### src/hdl/core_pkg.sv
`default_nettype none

package core_pkg;

  // ****************************************
  // widths
  // ****************************************

  localparam int XLEN      = 32;
  localparam int NREG      = 32;
  localparam int REG_AW    = 5;
  localparam int IMM_W     = 16;

  // the multiplier retires two multiplier bits per step
  localparam int MUL_STEPS = 16;
  localparam int MUL_CW    = $clog2(MUL_STEPS);

  // ****************************************
  // opcodes
  // ****************************************

  typedef enum logic [3:0] {
    OP_ADD = 4'd0,
    OP_SUB = 4'd1,
    OP_AND = 4'd2,
    OP_OR  = 4'd3,
    OP_XOR = 4'd4,
    OP_SLL = 4'd5,
    OP_LI  = 4'd6,
    OP_MUL = 4'd7
  } op_e;

  // ****************************************
  // payloads
  // ****************************************

  // one instruction as it arrives at the cluster
  typedef struct packed {
    op_e               op;
    logic [REG_AW-1:0] rd;
    logic [REG_AW-1:0] rs1;
    logic [REG_AW-1:0] rs2;
    logic [IMM_W-1:0]  imm;
  } instr_t;

  // operand b carries the zero-extended immediate for OP_LI
  typedef struct packed {
    op_e               op;
    logic [REG_AW-1:0] rd;
    logic [XLEN-1:0]   a;
    logic [XLEN-1:0]   b;
  } exec_req_t;

  // a unit result, and also the commit on the writeback bus
  typedef struct packed {
    logic              valid;
    logic [REG_AW-1:0] rd;
    logic [XLEN-1:0]   data;
  } result_t;

endpackage

`default_nettype wire

### src/hdl/reg_scoreboard.sv
`timescale 1ns/1ns
`default_nettype none

module reg_scoreboard
  import core_pkg::*;
(
  input  logic              clock,
  input  logic              reset,
  input  logic [REG_AW-1:0] rs1_i,
  input  logic [REG_AW-1:0] rs2_i,
  input  logic [REG_AW-1:0] rd_i,
  input  logic              use_rs1_i,
  input  logic              use_rs2_i,
  input  logic              issue_i,
  input  result_t           commit_i,
  output logic [XLEN-1:0]   rdata1_o,
  output logic [XLEN-1:0]   rdata2_o,
  output logic              hazard_o
);

  logic [XLEN-1:0] regs [NREG];
  logic [NREG-1:0] busy_q;
  logic [NREG-1:0] busy_d;
  logic            commit_wr;
  logic            bypass1;
  logic            bypass2;
  logic            raw1;
  logic            raw2;
  logic            waw;

  // register 0 is never written and never marked busy
  assign commit_wr = commit_i.valid && (commit_i.rd != '0);

  // ****************************************
  // register array
  // ****************************************

  always_ff @(posedge clock) begin
    if (reset) begin
      for (int i = 0; i < NREG; i++) begin
        regs[i] <= '0;
      end
    end else if (commit_wr) begin
      regs[commit_i.rd] <= commit_i.data;
    end
  end

  // ****************************************
  // busy bits
  // ****************************************

  // the issue set is applied after the commit clear so a set wins
  always_comb begin
    busy_d = busy_q;
    if (commit_wr) begin
      busy_d[commit_i.rd] = 1'b0;
    end
    if (issue_i && (rd_i != '0)) begin
      busy_d[rd_i] = 1'b1;
    end
  end

  always_ff @(posedge clock) begin
    if (reset) begin
      busy_q <= '0;
    end else begin
      busy_q <= busy_d;
    end
  end

  // ****************************************
  // reads, bypass and hazards
  // ****************************************

  assign bypass1 = commit_wr && (commit_i.rd == rs1_i);
  assign bypass2 = commit_wr && (commit_i.rd == rs2_i);

  assign rdata1_o = bypass1 ? commit_i.data : regs[rs1_i];
  assign rdata2_o = bypass2 ? commit_i.data : regs[rs2_i];

  // a source being committed this cycle is already good through the bypass
  assign raw1 = use_rs1_i && busy_q[rs1_i] && !bypass1;
  assign raw2 = use_rs2_i && busy_q[rs2_i] && !bypass2;

  // only one write per destination may be in flight
  assign waw = busy_q[rd_i];

  assign hazard_o = raw1 || raw2 || waw;

endmodule

`default_nettype wire

### src/hdl/issue_stage.sv
`timescale 1ns/1ns
`default_nettype none

module issue_stage
  import core_pkg::*;
(
  input  logic              clock,
  input  logic              reset,
  input  instr_t            instr_i,
  input  logic              instr_valid_i,
  output logic              instr_ready_o,
  output logic [REG_AW-1:0] rs1_o,
  output logic [REG_AW-1:0] rs2_o,
  output logic [REG_AW-1:0] rd_o,
  output logic              use_rs1_o,
  output logic              use_rs2_o,
  input  logic [XLEN-1:0]   rdata1_i,
  input  logic [XLEN-1:0]   rdata2_i,
  input  logic              hazard_i,
  output logic              issue_o,
  output exec_req_t         alu_req_o,
  output exec_req_t         mul_req_o,
  output logic              alu_valid_o,
  output logic              mul_valid_o,
  input  logic              alu_ready_i,
  input  logic              mul_ready_i
);

  logic      run_q;
  logic      is_mul;
  logic      free;
  exec_req_t req;

  // ready stays low until the first edge that sees reset released
  always_ff @(posedge clock) begin
    if (reset) begin
      run_q <= 1'b0;
    end else begin
      run_q <= 1'b1;
    end
  end

  // ****************************************
  // decode
  // ****************************************

  assign is_mul    = (instr_i.op == OP_MUL);
  assign use_rs1_o = (instr_i.op != OP_LI);

  always_comb begin
    case (instr_i.op)
      OP_ADD, OP_SUB, OP_AND, OP_OR, OP_XOR, OP_SLL, OP_MUL: use_rs2_o = 1'b1;
      default: use_rs2_o = 1'b0;
    endcase
  end

  assign rs1_o = instr_i.rs1;
  assign rs2_o = instr_i.rs2;
  assign rd_o  = instr_i.rd;

  // ****************************************
  // dispatch
  // ****************************************

  always_comb begin
    req.op = instr_i.op;
    req.rd = instr_i.rd;
    req.a  = rdata1_i;
    if (instr_i.op == OP_LI) begin
      req.b = {{(XLEN-IMM_W){1'b0}}, instr_i.imm};
    end else begin
      req.b = rdata2_i;
    end
  end

  assign alu_req_o = req;
  assign mul_req_o = req;

  assign free          = run_q && !hazard_i;
  assign instr_ready_o = free && (is_mul ? mul_ready_i : alu_ready_i);
  assign alu_valid_o   = instr_valid_i && free && !is_mul;
  assign mul_valid_o   = instr_valid_i && free && is_mul;
  assign issue_o       = instr_valid_i && instr_ready_o;

endmodule

`default_nettype wire

### src/hdl/alu_unit.sv
`timescale 1ns/1ns
`default_nettype none

module alu_unit
  import core_pkg::*;
(
  input  logic      clock,
  input  logic      reset,
  input  exec_req_t req_i,
  input  logic      req_valid_i,
  output logic      req_ready_o,
  output result_t   result_o,
  input  logic      grant_i
);

  logic [XLEN-1:0] alu_out;
  logic            accept;
  result_t         res_q;

  always_comb begin
    case (req_i.op)
      OP_ADD:  alu_out = req_i.a + req_i.b;
      OP_SUB:  alu_out = req_i.a - req_i.b;
      OP_AND:  alu_out = req_i.a & req_i.b;
      OP_OR:   alu_out = req_i.a | req_i.b;
      OP_XOR:  alu_out = req_i.a ^ req_i.b;
      OP_SLL:  alu_out = req_i.a << req_i.b[4:0];
      OP_LI:   alu_out = req_i.b;
      default: alu_out = '0;
    endcase
  end

  // a new op can replace a result in the cycle it is granted
  assign req_ready_o = !res_q.valid || grant_i;
  assign accept      = req_valid_i && req_ready_o;

  always_ff @(posedge clock) begin
    if (reset) begin
      res_q.valid <= 1'b0;
    end else if (accept) begin
      res_q.valid <= 1'b1;
      res_q.rd    <= req_i.rd;
      res_q.data  <= alu_out;
    end else if (grant_i) begin
      res_q.valid <= 1'b0;
    end
  end

  assign result_o = res_q;

endmodule

`default_nettype wire

### src/hdl/mul_unit.sv
`timescale 1ns/1ns
`default_nettype none

module mul_unit
  import core_pkg::*;
(
  input  logic      clock,
  input  logic      reset,
  input  exec_req_t req_i,
  input  logic      req_valid_i,
  output logic      req_ready_o,
  output result_t   result_o,
  input  logic      grant_i
);

  typedef enum logic [1:0] {
    IDLE,
    RUN,
    DONE
  } mul_state_e;

  mul_state_e        state_q;
  logic [MUL_CW-1:0] step_q;
  logic [XLEN-1:0]   mcand_q;
  logic [XLEN-1:0]   mplier_q;
  logic [XLEN-1:0]   acc_q;
  logic [REG_AW-1:0] rd_q;
  logic [XLEN-1:0]   part0;
  logic [XLEN-1:0]   part1;
  logic              accept;

  assign req_ready_o = (state_q == IDLE);
  assign accept      = req_valid_i && req_ready_o;

  // ****************************************
  // control
  // ****************************************

  always_ff @(posedge clock) begin
    if (reset) begin
      state_q <= IDLE;
      step_q  <= '0;
    end else begin
      case (state_q)
        IDLE: begin
          if (accept) begin
            state_q <= RUN;
            step_q  <= '0;
          end
        end
        RUN: begin
          step_q <= step_q + 1'b1;
          if (step_q == MUL_CW'(MUL_STEPS - 1)) begin
            state_q <= DONE;
          end
        end
        DONE: begin
          if (grant_i) begin
            state_q <= IDLE;
          end
        end
        default: state_q <= IDLE;
      endcase
    end
  end

  // ****************************************
  // shift-add datapath
  // ****************************************

  // only the low word is kept, so the multiplicand never needs to grow
  assign part0 = mplier_q[0] ? mcand_q : '0;
  assign part1 = mplier_q[1] ? {mcand_q[XLEN-2:0], 1'b0} : '0;

  always_ff @(posedge clock) begin
    if (accept) begin
      mcand_q  <= req_i.a;
      mplier_q <= req_i.b;
      acc_q    <= '0;
      rd_q     <= req_i.rd;
    end else if (state_q == RUN) begin
      acc_q    <= acc_q + part0 + part1;
      mcand_q  <= {mcand_q[XLEN-3:0], 2'b00};
      mplier_q <= mplier_q >> 2;
    end
  end

  assign result_o = '{valid: (state_q == DONE), rd: rd_q, data: acc_q};

endmodule

`default_nettype wire

### src/hdl/writeback_arbiter.sv
`timescale 1ns/1ns
`default_nettype none

module writeback_arbiter
  import core_pkg::*;
(
  input  logic    clock,
  input  logic    reset,
  input  result_t alu_res_i,
  input  result_t mul_res_i,
  output logic    alu_grant_o,
  output logic    mul_grant_o,
  output result_t commit_o
);

  // when set the multiplier wins a tie
  logic    prio_q;
  result_t commit_q;

  assign alu_grant_o = alu_res_i.valid && (!mul_res_i.valid || !prio_q);
  assign mul_grant_o = mul_res_i.valid && (!alu_res_i.valid || prio_q);

  // ****************************************
  // registered commit
  // ****************************************

  always_ff @(posedge clock) begin
    if (reset) begin
      prio_q         <= 1'b0;
      commit_q.valid <= 1'b0;
    end else begin
      commit_q.valid <= alu_grant_o || mul_grant_o;
      if (alu_grant_o) begin
        commit_q.rd   <= alu_res_i.rd;
        commit_q.data <= alu_res_i.data;
        prio_q        <= 1'b1;
      end else if (mul_grant_o) begin
        commit_q.rd   <= mul_res_i.rd;
        commit_q.data <= mul_res_i.data;
        prio_q        <= 1'b0;
      end
    end
  end

  assign commit_o = commit_q;

endmodule

`default_nettype wire

### src/hdl/exec_cluster_top.sv
`timescale 1ns/1ns
`default_nettype none

module exec_cluster_top
  import core_pkg::*;
(
  input  logic    clock,
  input  logic    reset,
  input  instr_t  instr_i,
  input  logic    instr_valid_i,
  output logic    instr_ready_o,
  output result_t commit_o
);

  logic [REG_AW-1:0] rs1;
  logic [REG_AW-1:0] rs2;
  logic [REG_AW-1:0] rd;
  logic              use_rs1;
  logic              use_rs2;
  logic [XLEN-1:0]   rdata1;
  logic [XLEN-1:0]   rdata2;
  logic              hazard;
  logic              issue;
  exec_req_t         alu_req;
  exec_req_t         mul_req;
  logic              alu_valid;
  logic              mul_valid;
  logic              alu_ready;
  logic              mul_ready;
  result_t           alu_res;
  result_t           mul_res;
  logic              alu_grant;
  logic              mul_grant;

  issue_stage issue_stage_inst (
    .clock, .reset, .instr_i, .instr_valid_i, .instr_ready_o,
    .rs1_o(rs1), .rs2_o(rs2), .rd_o(rd), .use_rs1_o(use_rs1), .use_rs2_o(use_rs2),
    .rdata1_i(rdata1), .rdata2_i(rdata2), .hazard_i(hazard), .issue_o(issue),
    .alu_req_o(alu_req), .mul_req_o(mul_req), .alu_valid_o(alu_valid),
    .mul_valid_o(mul_valid), .alu_ready_i(alu_ready), .mul_ready_i(mul_ready)
  );

  reg_scoreboard reg_scoreboard_inst (
    .clock, .reset, .rs1_i(rs1), .rs2_i(rs2), .rd_i(rd),
    .use_rs1_i(use_rs1), .use_rs2_i(use_rs2), .issue_i(issue), .commit_i(commit_o),
    .rdata1_o(rdata1), .rdata2_o(rdata2), .hazard_o(hazard)
  );

  alu_unit alu_unit_inst (
    .clock, .reset, .req_i(alu_req), .req_valid_i(alu_valid), .req_ready_o(alu_ready),
    .result_o(alu_res), .grant_i(alu_grant)
  );

  mul_unit mul_unit_inst (
    .clock, .reset, .req_i(mul_req), .req_valid_i(mul_valid), .req_ready_o(mul_ready),
    .result_o(mul_res), .grant_i(mul_grant)
  );

  writeback_arbiter writeback_arbiter_inst (
    .clock, .reset, .alu_res_i(alu_res), .mul_res_i(mul_res),
    .alu_grant_o(alu_grant), .mul_grant_o(mul_grant), .commit_o
  );

endmodule

`default_nettype wire

### config.mk
export PLATFORM = sky130hd
export DESIGN_NAME = exec_cluster_top
export DESIGN_NICKNAME = d
export VERILOG_FILES = /design/src/hdl/core_pkg.sv /design/src/hdl/reg_scoreboard.sv /design/src/hdl/issue_stage.sv /design/src/hdl/alu_unit.sv /design/src/hdl/mul_unit.sv /design/src/hdl/writeback_arbiter.sv /design/src/hdl/exec_cluster_top.sv
export SDC_FILE = /design/constraint.sdc
export NUM_CORES = 2
export LEC_CHECK = 0
export BUFFER_PORTS_ARGS = -buffer_cell sky130_fd_sc_hd__buf_2
export CAP_MARGIN = 5
export CORE_AREA = 2 2 404 406
export DETAILED_ROUTE_END_ITERATION = 8
export DIE_AREA = 0 0 406 408
export PLACE_DENSITY_LB_ADDON = 0.3
export RECOVER_POWER = 100
export SYNTH_ARGS = -nofsm -noshare
export SYNTH_HDL_FRONTEND = slang
export SYNTH_SLANG_ARGS = --single-unit
### constraint.sdc
create_clock -name clock -period 23.2 [get_ports clock]
set_input_delay 3.48 -clock clock [delete_from_list [all_inputs] [get_ports clock]]
set_output_delay 3.48 -clock clock [all_outputs]
set_load 0.005 [all_outputs]
# Yosys cells after proc, flatten, opt, wreduce, memory -nomap -nowiden
# Memories as Yosys holds them, arrays and structs flattened.
# Cells that the tools add are included.
# totals
in_bits	38
output_inout_bits	39
ff_bits	217
rom_bits	0
memories	1
mem_bits_rw	1024
word_cells	143
latch_bits	0
# classes
bitwise	7
shifts	1
mul	0
eq_ne	16
div_mod_pow	0
add_sub_neg	5
reduce_logical	47
n_mux	45
order_cmp	6
# memory_table
memory	depth	width	read_ports	rd_ports_with_merged_regs	wr	line	source
reg_scoreboard_inst.regs	32	32	2	0	32	reg_scoreboard.sv:21	logic [XLEN-1:0] regs [NREG];
# op_table
op	count
32-bit two-way mux	12
32-bit one-hot mux with 7 select lines	1
32-bit adder	3
37-bit two-way mux	2
32-bit bitwise AND	2
32-bit bitwise OR	2
32-bit inverter	1
32-bit OR reduction	1
32-bit by 5-bit << shifter with 32-bit output	1
32-bit subtractor	1
32-bit XOR	1
5-bit by 6-bit < comparator with 1-bit output (second input constant)	4
1-bit logical AND	20
1-bit two-way mux	18
4-bit by 3-bit == test with 1-bit output (second input constant)	4
1-bit binary-select mux with 5-bit select	3
1-bit demux with 5-bit select	2
5-bit == test	2
5-bit by 1-bit >= comparator with 1-bit output (second input constant)	2
5-bit nonzero test	2
4-bit by 2-bit == test with 1-bit output (second input constant)	2
4-bit one-hot mux with 2 select lines	1
2-bit nonzero test	4
1-bit logical NOT	7
other kinds (19)	29

# Logic depth before layout (Yosys ltp)
# depth
word_depth	14
ltp_mapped	31
mapped_depth_nobuf	24

# Modules after synthesis
# From an unflattened synthesis, not the netlist that was laid out.
# hier_totals
hier_cells	5504
hier_area_um2	74267.5
# by_module_without_submodules
mod	seq_area_each_um2	n_inst	area_each_um2	cells_each
reg_scoreboard	31390.1	1	56777.0	3525
alu_unit	1131.1	1	7434.6	955
mul_unit	2832.7	1	6835.3	756
writeback_arbiter	1151.1	1	1742.9	88
issue_stage	20.0	1	1477.7	180

# Worst setup path after synthesis
# No wires, ideal clock.
# synth_timing
kind	input-to-reg
start	in instr_i[16] (netlist name)
end	reg alu_unit_inst.res_q (netlist bit alu_unit_inst.result_o[27]) (data pin)
required_time_ps	22941
setup_ps	259
path_slack_ps	13151
path_stages	25
path_buffers	6
arrival_ps	9790
path_cell_list	clkbuf_1 buf_6 buf_4 mux4_2 a221oi_1 nand3_1 a222oi_1 buf_2 buf_1 clkbuf_1 ha_1 o2111a_1 nand3_1 o21ai_0 xnor2_1 ha_1 a21oi_1 or4b_2 a311o_1 a41o_1 a211oi_1 o21ai_0 a21oi_1 xnor2_1 a211o_1
# synth_between
elab_chain_len	6
word_cells_on_any_way	12
classes_between	2 x add/sub; 1 x eq/ne; 1 x shift; 3 x mux; 3 x bitwise; 1 x reduce/logical; 1 x memory
# synth_rtl
item	line	source
start: declaration	exec_cluster_top.sv:9	input instr_t instr_i,
branches (longest 2 deep; another with memory 32 x 32 bit)	n/a	
32-bit two-way mux *	reg_scoreboard.sv:79	assign rdata2_o = bypass2 ? commit_i.data : regs[rs2_i];
32-bit two-way mux *	issue_stage.sv:69	if (instr_i.op == OP_LI) begin
32-bit subtractor, or another cell as far along	alu_unit.sv:23	OP_SUB: alu_out = req_i.a - req_i.b;
32-bit one-hot mux with 7 select lines *	alu_unit.sv:21	case (req_i.op)
net alu_unit_inst.alu_out[27]	alu_unit.sv:16	logic [XLEN-1:0] alu_out;
end: declaration	alu_unit.sv:18	result_t res_q;
# Mark *: on every way through the listed nets, which the timed path passes.
# A chain may end at the register's enable or synchronous reset.

# Worst setup path in the final report
# Ends and elaborated chain as after synthesis.

==> run_results.csv <==
group,metric,value,unit
floorplan,die_y,408,microns
synthesis,seq_area_frac_synth,0.5058,
routing,drc,0,
floorplan,die_w,406,microns
timing,fin_crit,16.34,ns
timing,rsz0062_at_grt,"no",
outcome,status,"finished, violations left",
placement,portBuffers,76,
floorplan,core.rowCount,148,
timing,maxSlewHeadroom,-2.367,
finish,final_common_cell,"edfxtp_1",
routing,post_drt_via_cell_ratio,6.661,
global_routing,antenna_found_initial,23,
power_and_ir_drop,switchingPower,1.738,mW
worst_setup_path,cp-endpoint,"alu_unit_inst.result_o[27]",
power_and_ir_drop,p_per_area,74.69,nW/um^2
timing,fin_skew,0.02509,ns
finish,fin_cells,7844,
global_routing,track_usage,0.3247,
synthesis,synth_edf_count,1167,
placement,place_inst,7583,
global_routing,grt_start_max_net_pins,112,
routing,routed_wl,270500,microns
power_and_ir_drop,power,5.914,mW
finish,final_area,79180,sq um
timing,fmax,61.20,MHz
clock_tree,clockRootBuffer,"clkbuf_16",
clock_tree,clockBufferDepth,3,
power_and_ir_drop,peakVddDrop,0.05652,mV
placement,postPlaceCellArea,75450,sq um
clock_tree,numCtsBuffers,139,
routing,drt_iter0_markers,8343,
floorplan,die_area,165600,sq um
finish,syn_to_final_growth,9.643,%
clock_tree,cts_tree,"done",
routing,dr_total_vias,52250,
global_routing,grt.overflow.total,0,
worst_setup_path,critPathRequiredTime,23.76,ns
clock_tree,hold_buffers,0,
timing,hold_viol,0,
clock_tree,cts_htree_levels,4,
floorplan,pin_count,77,
timing,hold_ws,0.4706,ns
worst_setup_path,reg2reg_from,"writeback_arbiter_inst.commit_o[34]",
synthesis,yosysUniqueCellTypes,86,
timing,setup_viol,0,
placement,place.gp.congestion,0.9533,
floorplan,coreArea,161700,sq um
synthesis,yosys-top-cells-area,"edfxtp_1 49%, mux4_2 16%, and2_1 8.2%",
worst_setup_path,crit_path_frequent_cell,"clkbuf_1",
worst_setup_path,rrSetupSlack,11.37,ns
clock_tree,cts.clk_slew.worst_paths,0.06,ns
routing,ant_nets,0,
power_and_ir_drop,leakagePower,28.43,nW
timing,setup_ws,6.860,ns
timing,timing.setup.tns,0,ns
power_and_ir_drop,clock_power_share,0.364,
synthesis,yosys_warnings,0,
worst_setup_path,slowest_delay,2.80,ns
worst_setup_path,crit-reg2reg-capture,"alu_unit_inst.result_o[27]",
timing,post-route-period-util,0.7043,
global_routing,grt_pass1_vias,50880,
worst_setup_path,startpoint,"instr_i[16]",
min_path,whs_path_depth,2,
clock_tree,insertion_delay,0.82,ns
routing,avgRoutedWirePerCell,34.48,microns
min_path,hold_class,"reg2reg",
routing,firstDrtPassIters,6,
power_and_ir_drop,pwr-share-comb,0.192,
worst_setup_path,end_kind,"register",
synthesis,yosysTopAreaCellShare,0.4852,
finish,fin_nets,5753,
power_and_ir_drop,seqPwrFrac,0.443,
placement,dp_hpwl,165000,microns
worst_setup_path,path_class,"in2reg",
worst_setup_path,path_max_fanout,62,
floorplan,initial_utilization,0.4467,
run,drv_cap,114,
timing,worst_slew_pin_slew,4.998,ns
synthesis,async_flop_share,0,
placement,pre_cts_ws,11.32,ns
timing,maxSlewViolCount,3406,
clock_tree,cts_sinks,1241,
power_and_ir_drop,intPower,4.176,mW
synthesis,syn_inst,5600,
clock_tree,cts_resized,0,
worst_setup_path,cp.arrival,16.90,ns
synthesis,syn_area,72220,sq um
synthesis,syn_area_per_cell,12.90,sq um
power_and_ir_drop,switching_share,0.2939,
clock_tree,post_cts_buffers,0,
finish,postLayoutCoreUtil,0.4898,
worst_setup_path,critical_path.startpoint_type,"input pin",
synthesis,synth_seq_cells,1241,
finish,layout_common_cells,"1167 x edfxtp_1, 537 x and2_0, 511 x mux4_2, 406 x and2_1, 341 x nand2_1",
finish,layout-drive-gt1-share,0.1754,
worst_setup_path,r2r_cells,25,
synthesis,synth_top_area_cell,"edfxtp_1",
synthesis,synthFlopType,"edfxtp_1",
global_routing,grt_pass1_wl,380700,microns
worst_setup_path,critPathSlowestCell,"clkbuf_1",
min_path,hold_start,"mul_unit_inst.acc_q[25]",
outcome,violations,"max-capacitance violations, max-slew violations",
routing by layer:
layer  routed length, microns  vias to the layer above  track usage
li1                         -                    21010            -
met1                    95550                    26190       0.4164
met2                   121000                     4104       0.4924
met3                    36970                      943      0.09948
met4                    16940                        4       0.1765
met5                       26                        -            0
cells by family (layout without fill, tap and decap cells):
| kind of cell | Yosys count | in the layout | synth area share |
|---|---|---|---|
| adder cells (fa/ha/maj) | 166 | 166 | 0.03209 |
| AND/OR/NAND/NOR | 1801 | 1801 | 0.1372 |
| XOR/XNOR | 86 | 86 | 0.01043 |
| multiplexers | 820 | 820 | 0.2034 |
| other | 1 | 51 | 0.00005193 |
| buffers and inverters | 712 | 731 | 0.03931 |
| flip-flops | 1241 | 1241 | 0.5058 |
| AO/OA/AOI/OAI | 773 | 773 | 0.07176 |
sequential cells by signal, indices dropped and copies added (netlist names), 5 cells and up:
name / count
mul_unit_inst.mplier_q: 32
reg_scoreboard_inst.regs: 1024
writeback_arbiter_inst.commit_o: 38
mul_unit_inst.rd_q: 5
reg_scoreboard_inst.busy_q: 32
alu_unit_inst.result_o: 38
mul_unit_inst.mcand_q: 32
mul_unit_inst.acc_q: 32
worst min-delay path by stage:
stage,end,slack [ns]
6_report,mul_unit_inst.acc_q[25],0.47
5_1_grt,mul_unit_inst.acc_q[19],0.49
4_1_cts,mul_unit_inst.acc_q[22],0.47
3_5_place_dp,mul_unit_inst.acc_q[22],0.46
3_3_place_gp,mul_unit_inst.acc_q[31],0.45
2_1_floorplan,mul_unit_inst.acc_q[31],0.43
cell type report:
type | instances | area, sq um
Clock buffer | 168 | 3607
Timing Repair Buffer | 274 | 1555
Inverter | 215 | 807.0
Sequential cell | 1241 | 36530
Antenna cell | 19 | 47.55
Tap cell | 2175 | 2721
Multi-Input combinational cell | 3678 | 33200
Clock inverter | 74 | 718.2
Fill cell | 13920 | 82480
power groups by stage:
stage               clock [mW]  combinational (mW)  sequential [mW]
floorplan                    0               0.756             2.64
global placement             0                1.10             2.65
detailed placement           0                1.11             2.66
CTS                       2.16                1.11             2.61
global route              2.24                1.21             2.63
finish                    2.15                1.14             2.62
critical path, delay by kind of cell:
family / cells / cell delay, ns
AO/OA/AOI/OAI: 9 / 2.93
XOR/XNOR: 2 / 0.27
adder cells (fa/ha/maj): 2 / 0.75
buffers and inverters: 6 / 7.45
AND/OR/NAND/NOR: 7 / 1.77
Yosys cell counts (9+ instances only):
master and number:
a22o_1 17, a22oi_1 92, and3b_1 9, o22ai_1 59, buf_1 49, nand2_1 348
dfxtp_1 74, o21a_1 21, nor3b_1 10, mux2i_1 236, o221ai_1 10, a221o_1 21
nand3b_1 14, mux2_2 73, nand4_1 19, o211ai_1 25, a21o_1 21, o21ai_0 186
nor2b_1 25, xnor2_1 70, or3_1 20, nand3_1 61, inv_1 207, a31oi_1 20
clkbuf_1 359, ha_1 134, or2_2 9, nand2b_1 23, and3_1 9, a221oi_1 57
mux4_2 511, buf_2 70, and2_1 945, a211oi_1 20, nor4_1 10, buf_4 17
nor3_1 101, nor2_1 169, edfxtp_1 1167, xor2_1 16, fa_1 32, o31ai_1 17
a21oi_1 131
Note: power is estimated with default switching activity, not from simulation.
